File: src/hw/video_pkg.sv
package video_pkg;

    // Screen position of up to 1024 on either axis
    typedef logic [9:0]  coord_t;

    // RGB565 colour with red on top and blue in the low bits
    typedef logic [15:0] rgb565_t;

    localparam int w_red   = 5;
    localparam int w_green = 6;
    localparam int w_blue  = 5;

    localparam rgb565_t rgb_black = 16'h0000;
    localparam rgb565_t rgb_white = 16'hffff;

    //------------------------------------------------------------------------

    typedef struct packed
    {
        coord_t  x;
        coord_t  y;
        rgb565_t color;
        logic    eof;     // Last pixel of the frame
    } pixel_t;

    //------------------------------------------------------------------------

    function automatic rgb565_t pack_rgb565
    (
        logic [w_red   - 1:0] red,
        logic [w_green - 1:0] green,
        logic [w_blue  - 1:0] blue
    );
        return {red, green, blue};
    endfunction

endpackage

File: src/hw/engine_pkg.sv
package engine_pkg;

    typedef enum logic [1:0]
    {
        pat_gradient = 2'd0,
        pat_checker  = 2'd1,
        pat_solid    = 2'd2,
        pat_bars     = 2'd3
    } pattern_mode_t;

    typedef enum logic
    {
        st_idle = 1'b0,
        st_run  = 1'b1
    } disp_state_t;

    // One coordinate sent from the dispatcher to a lane
    typedef struct packed
    {
        video_pkg::coord_t  x;
        video_pkg::coord_t  y;
        pattern_mode_t      mode;
        video_pkg::rgb565_t fill;
        logic               eof;
    } lane_req_t;

endpackage

File: src/hw/pixel_dispatcher.sv
module pixel_dispatcher
# (
    parameter int screen_width  = 640,
    parameter int screen_height = 480,
    parameter int n_lanes       = 4,
    parameter int lane_depth    = 2
)
(
    input  logic                      clk,
    input  logic                      rst,
    input  logic                      start,
    input  engine_pkg::pattern_mode_t mode,
    input  video_pkg::rgb565_t        fill,
    input  logic [n_lanes - 1:0]      credit_ret,
    output logic [n_lanes - 1:0]      req_valid,
    output engine_pkg::lane_req_t     req,
    output logic                      busy_start
);

    import video_pkg::*;
    import engine_pkg::*;

    localparam int w_lane   = n_lanes > 1 ? $clog2 (n_lanes) : 1;
    localparam int w_credit = $clog2 (lane_depth + 1);

    disp_state_t           state;
    pattern_mode_t         mode_q;
    rgb565_t               fill_q;
    coord_t                x;
    coord_t                y;
    logic [w_lane   - 1:0] lane_ptr;
    logic [w_credit - 1:0] credit_cnt [n_lanes];
    logic                  credits_full;
    logic                  last_x;
    logic                  last_y;
    logic                  send;

    //------------------------------------------------------------------------

    // All credits home means the previous frame has fully left the lanes
    always_comb
    begin
        credits_full = 1'b1;
        for (int k = 0; k < n_lanes; k++)
        begin
            if (credit_cnt[k] != w_credit'(lane_depth))
                credits_full = 1'b0;
        end
    end

    assign busy_start = (state == st_idle) && start && credits_full;

    assign last_x = (x == coord_t'(screen_width  - 1));
    assign last_y = (y == coord_t'(screen_height - 1));
    assign send   = (state == st_run) && (credit_cnt[lane_ptr] != '0);

    always_comb
    begin
        req_valid = '0;
        if (send)
            req_valid[lane_ptr] = 1'b1;
    end

    assign req = '{x: x, y: y, mode: mode_q, fill: fill_q, eof: last_x && last_y};

    //------------------------------------------------------------------------

    // Raster walk
    always_ff @ (posedge clk)
    begin
        if (rst)
        begin
            state    <= st_idle;
            x        <= '0;
            y        <= '0;
            lane_ptr <= '0;
        end
        else if (busy_start)
        begin
            state    <= st_run;
            x        <= '0;
            y        <= '0;
            lane_ptr <= '0;
        end
        else if (send)
        begin
            lane_ptr <= (lane_ptr == w_lane'(n_lanes - 1)) ? '0 : lane_ptr + 1'b1;

            if (last_x)
            begin
                x <= '0;
                if (last_y)
                    state <= st_idle;
                else
                    y <= y + 1'b1;
            end
            else
            begin
                x <= x + 1'b1;
            end
        end
    end

    // Frame settings held for the whole frame
    always_ff @ (posedge clk)
    begin
        if (busy_start)
        begin
            mode_q <= mode;
            fill_q <= fill;
        end
    end

    // Per-lane credits
    always_ff @ (posedge clk)
    begin
        for (int k = 0; k < n_lanes; k++)
        begin
            if (rst)
                credit_cnt[k] <= w_credit'(lane_depth);
            else
                credit_cnt[k] <= credit_cnt[k]
                               - w_credit'(req_valid[k])
                               + w_credit'(credit_ret[k]);
        end
    end

endmodule

File: src/hw/pattern_lane.sv
module pattern_lane
# (
    parameter int screen_width = 640,
    parameter int lane_depth   = 2
)
(
    input  logic                  clk,
    input  logic                  rst,
    input  logic                  req_valid,
    input  engine_pkg::lane_req_t req,
    input  logic                  pop,
    output logic                  out_avail,
    output video_pkg::pixel_t     out_pix
);

    import video_pkg::*;
    import engine_pkg::*;

    localparam int w_ptr   = lane_depth > 1 ? $clog2 (lane_depth) : 1;
    localparam int w_count = $clog2 (lane_depth + 1);

    logic                 s1_valid;
    lane_req_t            s1_req;
    logic [2:0]           s1_bar;
    logic                 s1_tile;
    rgb565_t              s2_color;

    pixel_t               queue [lane_depth];
    logic [w_ptr   - 1:0] wr_ptr;
    logic [w_ptr   - 1:0] rd_ptr;
    logic [w_count - 1:0] count;

    function automatic logic [w_ptr - 1:0] ptr_next (logic [w_ptr - 1:0] ptr);
        return (ptr == w_ptr'(lane_depth - 1)) ? '0 : ptr + 1'b1;
    endfunction

    //------------------------------------------------------------------------
    // Stage one registers the request with its bar index and checker tile

    always_ff @ (posedge clk)
    begin
        if (rst)
            s1_valid <= 1'b0;
        else
            s1_valid <= req_valid;
    end

    always_ff @ (posedge clk)
    begin
        if (req_valid)
        begin
            s1_req  <= req;
            s1_bar  <= 3'((int'(req.x) * 8) / screen_width);
            s1_tile <= req.x[3] ^ req.y[3];
        end
    end

    //------------------------------------------------------------------------
    // Stage two forms the colour and writes it into the queue

    always_comb
    begin
        case (s1_req.mode)
        pat_gradient:
            s2_color = pack_rgb565 (s1_req.x[4:0], s1_req.y[5:0], 5'(s1_req.x + s1_req.y));
        pat_checker:
            s2_color = s1_tile ? rgb_white : rgb_black;
        pat_solid:
            s2_color = s1_req.fill;
        pat_bars:
            s2_color = pack_rgb565 ({w_red   {s1_bar[2]}},
                                    {w_green {s1_bar[1]}},
                                    {w_blue  {s1_bar[0]}});
        default:
            s2_color = rgb_black;
        endcase
    end

    always_ff @ (posedge clk)
    begin
        if (s1_valid)
            queue[wr_ptr] <= '{x: s1_req.x, y: s1_req.y, color: s2_color, eof: s1_req.eof};
    end

    // Credits cover the pipeline too, so the queue cannot overflow
    always_ff @ (posedge clk)
    begin
        if (rst)
        begin
            wr_ptr <= '0;
            rd_ptr <= '0;
            count  <= '0;
        end
        else
        begin
            if (s1_valid)
                wr_ptr <= ptr_next (wr_ptr);
            if (pop)
                rd_ptr <= ptr_next (rd_ptr);
            count <= count + w_count'(s1_valid) - w_count'(pop);
        end
    end

    assign out_avail = (count != '0);
    assign out_pix   = queue[rd_ptr];

endmodule

File: src/hw/pixel_collector.sv
module pixel_collector
# (
    parameter int n_lanes      = 4,
    parameter int sink_credits = 4
)
(
    input  logic                 clk,
    input  logic                 rst,
    input  logic [n_lanes - 1:0] out_avail,
    input  video_pkg::pixel_t    out_pix [n_lanes],
    input  logic                 sink_credit,
    input  logic                 busy_start,
    output logic [n_lanes - 1:0] pop,
    output logic [n_lanes - 1:0] credit_ret,
    output logic                 pix_valid,
    output video_pkg::pixel_t    pix,
    output logic                 busy
);

    localparam int w_head = n_lanes > 1 ? $clog2 (n_lanes) : 1;
    localparam int w_sink = $clog2 (sink_credits + 1);

    logic [w_head - 1:0] head;
    logic [w_sink - 1:0] sink_cnt;
    logic                emit;

    //------------------------------------------------------------------------

    // Head lane holds the next pixel in raster order
    assign emit = out_avail[head] && (sink_cnt != '0);

    always_comb
    begin
        pop = '0;
        if (emit)
            pop[head] = 1'b1;
    end

    // Each pop frees one slot in that lane
    assign credit_ret = pop;

    //------------------------------------------------------------------------

    always_ff @ (posedge clk)
    begin
        if (rst)
        begin
            head     <= '0;
            sink_cnt <= w_sink'(sink_credits);
        end
        else
        begin
            if (emit)
                head <= (head == w_head'(n_lanes - 1)) ? '0 : head + 1'b1;

            sink_cnt <= sink_cnt - w_sink'(emit) + w_sink'(sink_credit);
        end
    end

    always_ff @ (posedge clk)
    begin
        if (emit)
            pix <= out_pix[head];
    end

    // Busy drops as the eof pixel goes out
    always_ff @ (posedge clk)
    begin
        if (rst)
        begin
            pix_valid <= 1'b0;
            busy      <= 1'b0;
        end
        else
        begin
            pix_valid <= emit;

            if (busy_start)
                busy <= 1'b1;
            else if (emit && out_pix[head].eof)
                busy <= 1'b0;
        end
    end

endmodule

File: src/hw/lcd_pixel_engine.sv
module lcd_pixel_engine
# (
    parameter int screen_width  = 640,
    parameter int screen_height = 480,
    parameter int n_lanes       = 4,
    parameter int lane_depth    = 2,
    parameter int sink_credits  = 4
)
(
    input  logic                      clk,
    input  logic                      rst,
    input  logic                      start,
    input  engine_pkg::pattern_mode_t mode,
    input  video_pkg::rgb565_t        fill,
    input  logic                      sink_credit,
    output logic                      pix_valid,
    output video_pkg::pixel_t         pix,
    output logic                      busy
);

    import video_pkg::*;
    import engine_pkg::*;

    logic [n_lanes - 1:0] req_valid;
    lane_req_t            req;
    logic                 busy_start;
    logic [n_lanes - 1:0] credit_ret;
    logic [n_lanes - 1:0] out_avail;
    pixel_t               lane_pix [n_lanes];
    logic [n_lanes - 1:0] pop;

    //------------------------------------------------------------------------

    pixel_dispatcher
    # (
        .screen_width  ( screen_width  ),
        .screen_height ( screen_height ),
        .n_lanes       ( n_lanes       ),
        .lane_depth    ( lane_depth    )
    )
    i_pixel_dispatcher
    (
        .clk           ( clk           ),
        .rst           ( rst           ),
        .start         ( start         ),
        .mode          ( mode          ),
        .fill          ( fill          ),
        .credit_ret    ( credit_ret    ),
        .req_valid     ( req_valid     ),
        .req           ( req           ),
        .busy_start    ( busy_start    )
    );

    //------------------------------------------------------------------------

    // All lanes see the same request bus, each with its own valid
    for (genvar k = 0; k < n_lanes; k++)
    begin : gen_lane
        pattern_lane
        # (
            .screen_width ( screen_width  ),
            .lane_depth   ( lane_depth    )
        )
        i_pattern_lane
        (
            .clk          ( clk           ),
            .rst          ( rst           ),
            .req_valid    ( req_valid [k] ),
            .req          ( req           ),
            .pop          ( pop       [k] ),
            .out_avail    ( out_avail [k] ),
            .out_pix      ( lane_pix  [k] )
        );
    end

    //------------------------------------------------------------------------

    pixel_collector
    # (
        .n_lanes      ( n_lanes      ),
        .sink_credits ( sink_credits )
    )
    i_pixel_collector
    (
        .clk          ( clk          ),
        .rst          ( rst          ),
        .out_avail    ( out_avail    ),
        .out_pix      ( lane_pix     ),
        .sink_credit  ( sink_credit  ),
        .busy_start   ( busy_start   ),
        .pop          ( pop          ),
        .credit_ret   ( credit_ret   ),
        .pix_valid    ( pix_valid    ),
        .pix          ( pix          ),
        .busy         ( busy         )
    );

endmodule

File: config.mk
export PLATFORM = sky130hd
export DESIGN_NAME = lcd_pixel_engine
export DESIGN_NICKNAME = d
export VERILOG_FILES = /design/src/hw/video_pkg.sv /design/src/hw/engine_pkg.sv /design/src/hw/pixel_dispatcher.sv /design/src/hw/pattern_lane.sv /design/src/hw/pixel_collector.sv /design/src/hw/lcd_pixel_engine.sv
export SDC_FILE = /design/constraint.sdc
export NUM_CORES = 1
export LEC_CHECK = 0
export BUFFER_PORTS_ARGS = -buffer_cell sky130_fd_sc_hd__buf_2
export CORE_ASPECT_RATIO = 1.75
export CORE_MARGIN = 2
export CORE_UTILIZATION = 40
export DETAILED_ROUTE_END_ITERATION = 6
export PLACE_DENSITY = 0.52
export SLEW_MARGIN = 20
export SYNTH_ARGS = -nofsm -noshare
export SYNTH_HDL_FRONTEND = slang
export SYNTH_HIERARCHICAL = 1
export SYNTH_SLANG_ARGS = --single-unit
File: constraint.sdc
create_clock -name clk -period 8.3 [get_ports clk]
set_input_delay 0.83 -clock clk [delete_from_list [all_inputs] [get_ports clk]]
set_output_delay 0.83 -clock clk [all_outputs]
set_load 0.01 [all_outputs]
==> flow_metrics.env <==
export IMPL_status="completed"
export IMPL_rows=122
export IMPL_slowest_stage="dfxtp_2"
export IMPL_cts_tree="done"
export IMPL_root_buffer="clkbuf_16"
export IMPL_yosys_warnings=6
export IMPL_cts_max_level=2
export IMPL_grt_total_usage_pct=20.57
export IMPL_hold_path_class="in2reg"
export IMPL_nets=1806
export IMPL_critical_path_class="reg2reg"
export IMPL_crit_arrival_ns=3.84
export IMPL_hold_end="i_pixel_dispatcher/fill_q[3]$_DFFE_PP_"
export IMPL_slew_headroom_pct=30.88
export IMPL_portBuffers=60
export IMPL_postCtsSetupBuffers=0
export IMPL_fin_crit_ns=3.502
export IMPL_final_cell_area_mm2=0.02853
export IMPL_ir_drop_mv=0.2201
export IMPL_r2r_cells=9
export IMPL_clkSlewWorstSetupHoldPaths_ns=0.06
export IMPL_grt_start_max_net_pins=73
export IMPL_die_width_um=195.2
export IMPL_drtIter0Drc=1031
export IMPL_r2r_start="i_pixel_dispatcher/x[7]$_SDFFE_PP0N_"
export IMPL_worstHoldStart="fill[3]"
export IMPL_syn_to_final_growth_pct=11.49
export IMPL_clkSinkCount=587
export IMPL_drv_cap=0
export IMPL_cp_max_fo=47
export IMPL_cts_buffers=54
export IMPL_totalWireLength_um=67850
export IMPL_crit_chain="buf_4 > or2_4 > ha_1 > o21ba_2 > o221ai_1 > nor4b_2 > a211oi_1 > o21bai_1 > a2bb2oi_2"
export IMPL_cts_resized_gates=0
export IMPL_synth_edf_count=523
export IMPL_start_util_pct=40.40
export IMPL_syn_area_mm2=0.02559
export IMPL_synth_cell_type_count=73
export IMPL_dieArea_mm2=0.06610
export IMPL_crit_path_end_kind="register"
export IMPL_power_per_cell_area_mw_per_mm2=260.9
export IMPL_dp_slack_ns=4.837
export IMPL_worst_slew_pin_slew_ns=1.037
export IMPL_grt_overflow=0
export IMPL_rr_endpoint="gen_lane[1].i_pattern_lane/s1_bar[0]$_DFFE_PP_"
export IMPL_postPlaceCellArea_mm2=0.02676
export IMPL_setup_ws_ns=4.798
export IMPL_syn_num_nets=1739
export IMPL_drive_above_1_share_pct=26.02
export IMPL_hold_ws_ns=0.3972
export IMPL_slowest_delay_ns=0.82
export IMPL_ys_seq_area_share_pct=66.38
export IMPL_p_leak_nw=9.761
export IMPL_setup_tns_ns=0
export IMPL_first_pass_iters=5
export IMPL_slew_violations=0
export IMPL_grt_pass1_vias=14930
export IMPL_core_region_area_mm2=0.06335
export IMPL_place_congestion=0.8152
export IMPL_postSynth_asyncResetShare_pct=0
export IMPL_fin_crit_sh_pct=42.19
export IMPL_worstHoldPathCells=1
export IMPL_ys_ff_latch=587
export IMPL_rsz0062_at_grt="false"
export IMPL_worstPathRequired_ns=8.64
export IMPL_ant_nets=0
export IMPL_regToRegSetupSlack_ns=4.80
export IMPL_cp_num_buf_inv=1
export IMPL_clk_latency_ns=0.60
export IMPL_antennaDiodeCount=0
export IMPL_postSynthCellCount=1665
export IMPL_crit_family="compound AO/OA/AOI/OAI gates"
export IMPL_max_clock_freq_mhz=285.6
export IMPL_hold_viol_final=0
export IMPL_synth_flop_cell="edfxtp_1"
export IMPL_antenna_found_initial=0
export IMPL_viasPerCell=5.554
export IMPL_skew_ns=0.02494
export IMPL_wl_per_cell_um=26.32
export IMPL_setup_violations=0
export IMPL_fp_dieH_um=338.6
export IMPL_drc_errors=0
export IMPL_io_pins=61
export IMPL_grt_pass1_wl_um=98670
export IMPL_vias=14320
export IMPL_ctsHoldBuffers=0
export IMPL_startpoint_type="register"
export IMPL_dp_hpwl_um=41780
export IMPL_cts_max_path_buffers=3
export IMPL_synth_avg_cell_area_um2=15.37
[cell usage in the layout (no fill, tap or decap), types with 9 or more instances in the layout]
cell type	n
a211oi_1	12
nand2b_1	13
xnor2_1	35
buf_4	31
dfxtp_2	9
inv_1	64
mux2_2	168
nor2b_1	25
o21ai_0	67
or2_2	10
nand3_1	26
mux4_2	38
clkbuf_1	13
a31oi_1	9
buf_2	60
dfxtp_1	54
edfxtp_1	523
o21a_1	24
mux2i_1	31
a21oi_1	55
a21o_1	9
nand2_1	84
ha_1	47
xor2_1	27
nor2_1	60
or3_1	10
clkbuf_16	56
[how the worst max path moves through the flow]
stage                                                     from                                              to  slack [ns]  cells after the start
after floorplan                                       register  i_pixel_dispatcher/credit_cnt[0][1]$_SDFF_PP1_        5.21                      9
after global placement    i_pixel_dispatcher/x[7]$_SDFFE_PP0N_  gen_lane[1].i_pattern_lane/s1_bar[0]$_DFFE_PP_        4.91                      9
after detailed placement  i_pixel_dispatcher/x[7]$_SDFFE_PP0N_  gen_lane[1].i_pattern_lane/s1_bar[0]$_DFFE_PP_        4.84                      9
after CTS                 i_pixel_dispatcher/x[7]$_SDFFE_PP0N_  gen_lane[0].i_pattern_lane/s1_bar[0]$_DFFE_PP_        4.83                      9
after global routing      i_pixel_dispatcher/x[7]$_SDFFE_PP0N_  gen_lane[1].i_pattern_lane/s1_bar[0]$_DFFE_PP_        4.63                      9
final                     i_pixel_dispatcher/x[7]$_SDFFE_PP0N_  gen_lane[1].i_pattern_lane/s1_bar[0]$_DFFE_PP_        4.80                      9
[routing by layer]
layer | part of all wire, % | vias up | wire (um) | global-route usage, %
li1 | - | 6461 | - | -
met2 | 56 | 358 | 37960 | 40.15
met1 | 37 | 7367 | 25190 | 22.59
met5 | 0 | - | 0 | 0
met4 | 3.9 | 0 | 2615 | 8.174
met3 | 3.1 | 133 | 2078 | 1.870
[registers in the layout, indices dropped and copies added, names as in the netlist, named ones only]
name	cells
i_pixel_collector/head	2
i_pixel_dispatcher/lane_ptr	2
i_pixel_dispatcher/mode_q	2
gen_lane.i_pattern_lane/s1_req	156
gen_lane.i_pattern_lane/s1_bar	12
gen_lane.i_pattern_lane/count	8
i_pixel_dispatcher/y	10
i_pixel_collector/pix_valid	1
gen_lane.i_pattern_lane/queue	296
i_pixel_collector/pix	37
i_pixel_collector/busy	1
gen_lane.i_pattern_lane/s1_valid	4
i_pixel_dispatcher/x	10
i_pixel_dispatcher/credit_cnt	8
gen_lane.i_pattern_lane/s1_tile	4
i_pixel_dispatcher/fill_q	16
i_pixel_dispatcher/state	1
gen_lane.i_pattern_lane/wr_ptr	4
gen_lane.i_pattern_lane/rd_ptr	4
i_pixel_collector/sink_cnt	3
[Yosys cell counts, types with 10 or more instances]
| cell type | n | area [um^2] |
|---|---|---|
| or3_1 | 10 | 62.56 |
| nand2_1 | 84 | 315.3 |
| a21oi_1 | 55 | 275.3 |
| or2_2 | 10 | 62.56 |
| xnor2_1 | 35 | 306.5 |
| nor2b_1 | 29 | 181.4 |
| mux2i_1 | 31 | 310.3 |
| clkbuf_1 | 50 | 187.7 |
| xor2_1 | 27 | 236.5 |
| nor2_1 | 60 | 225.2 |
| edfxtp_1 | 523 | 15710 |
| mux4_2 | 38 | 855.8 |
| o21ai_0 | 67 | 335.3 |
| ha_1 | 47 | 588.1 |
| nand3_1 | 26 | 130.1 |
| inv_1 | 64 | 240.2 |
| o21a_1 | 24 | 180.2 |
| nand2b_1 | 13 | 81.33 |
| mux2_2 | 168 | 1892 |
| and3_1 | 10 | 62.56 |
| buf_2 | 11 | 55.05 |
| dfxtp_1 | 64 | 1281 |
| a211oi_1 | 12 | 90.09 |
[power by group]
group          switching (mW)  internal, mW
combinational           0.721         0.465
clock                    1.09          1.42
sequential              0.150          3.59
total                    1.96          5.48
[layout make-up]
cell class	instances	area, um^2
clock buffers	69	1450
repair buffers	91	533.0
flip-flops and latches	587	17000
clock inverters	27	317.8
well taps	806	1008
inverters	65	244.0
multi-input cells	933	7976
fillers	5517	34820
[stage by stage]
stage,std cells,power (mW),util (%)
3_3_place_gp,2482,5.003,42.25
5_1_grt,2578,7.721,45.04
2_1_floorplan,1665,4.526,-
6_report,2578,7.443,45.04
4_1_cts,2578,7.548,45.04
3_5_place_dp,2482,5.026,42.25
[worst register-to-register path, cell delays in order, from the launching register on]
cell and delay (ns):
dfxtp_2 0.82, buf_4 0.60, or2_4 0.25, ha_1 0.30, o21ba_2 0.28, o221ai_1 0.20, nor4b_2 0.38, a211oi_1 0.09
o21bai_1 0.21, a2bb2oi_2 0.13
[cells by family after synthesis]
| group | count (synthesis) | share of synthesized area, % |
|---|---|---|
| XOR/XNOR | 66 | 2.376 |
| buffers and inverters | 145 | 2.616 |
| AO/OA/AOI/OAI | 254 | 6.825 |
| AND/OR/NAND/NOR | 320 | 7.011 |
| adder cells (fa/ha/maj) | 56 | 2.846 |
| flip-flops | 587 | 66.38 |
| multiplexers | 237 | 11.95 |
(Power assumes the default switching activity.)
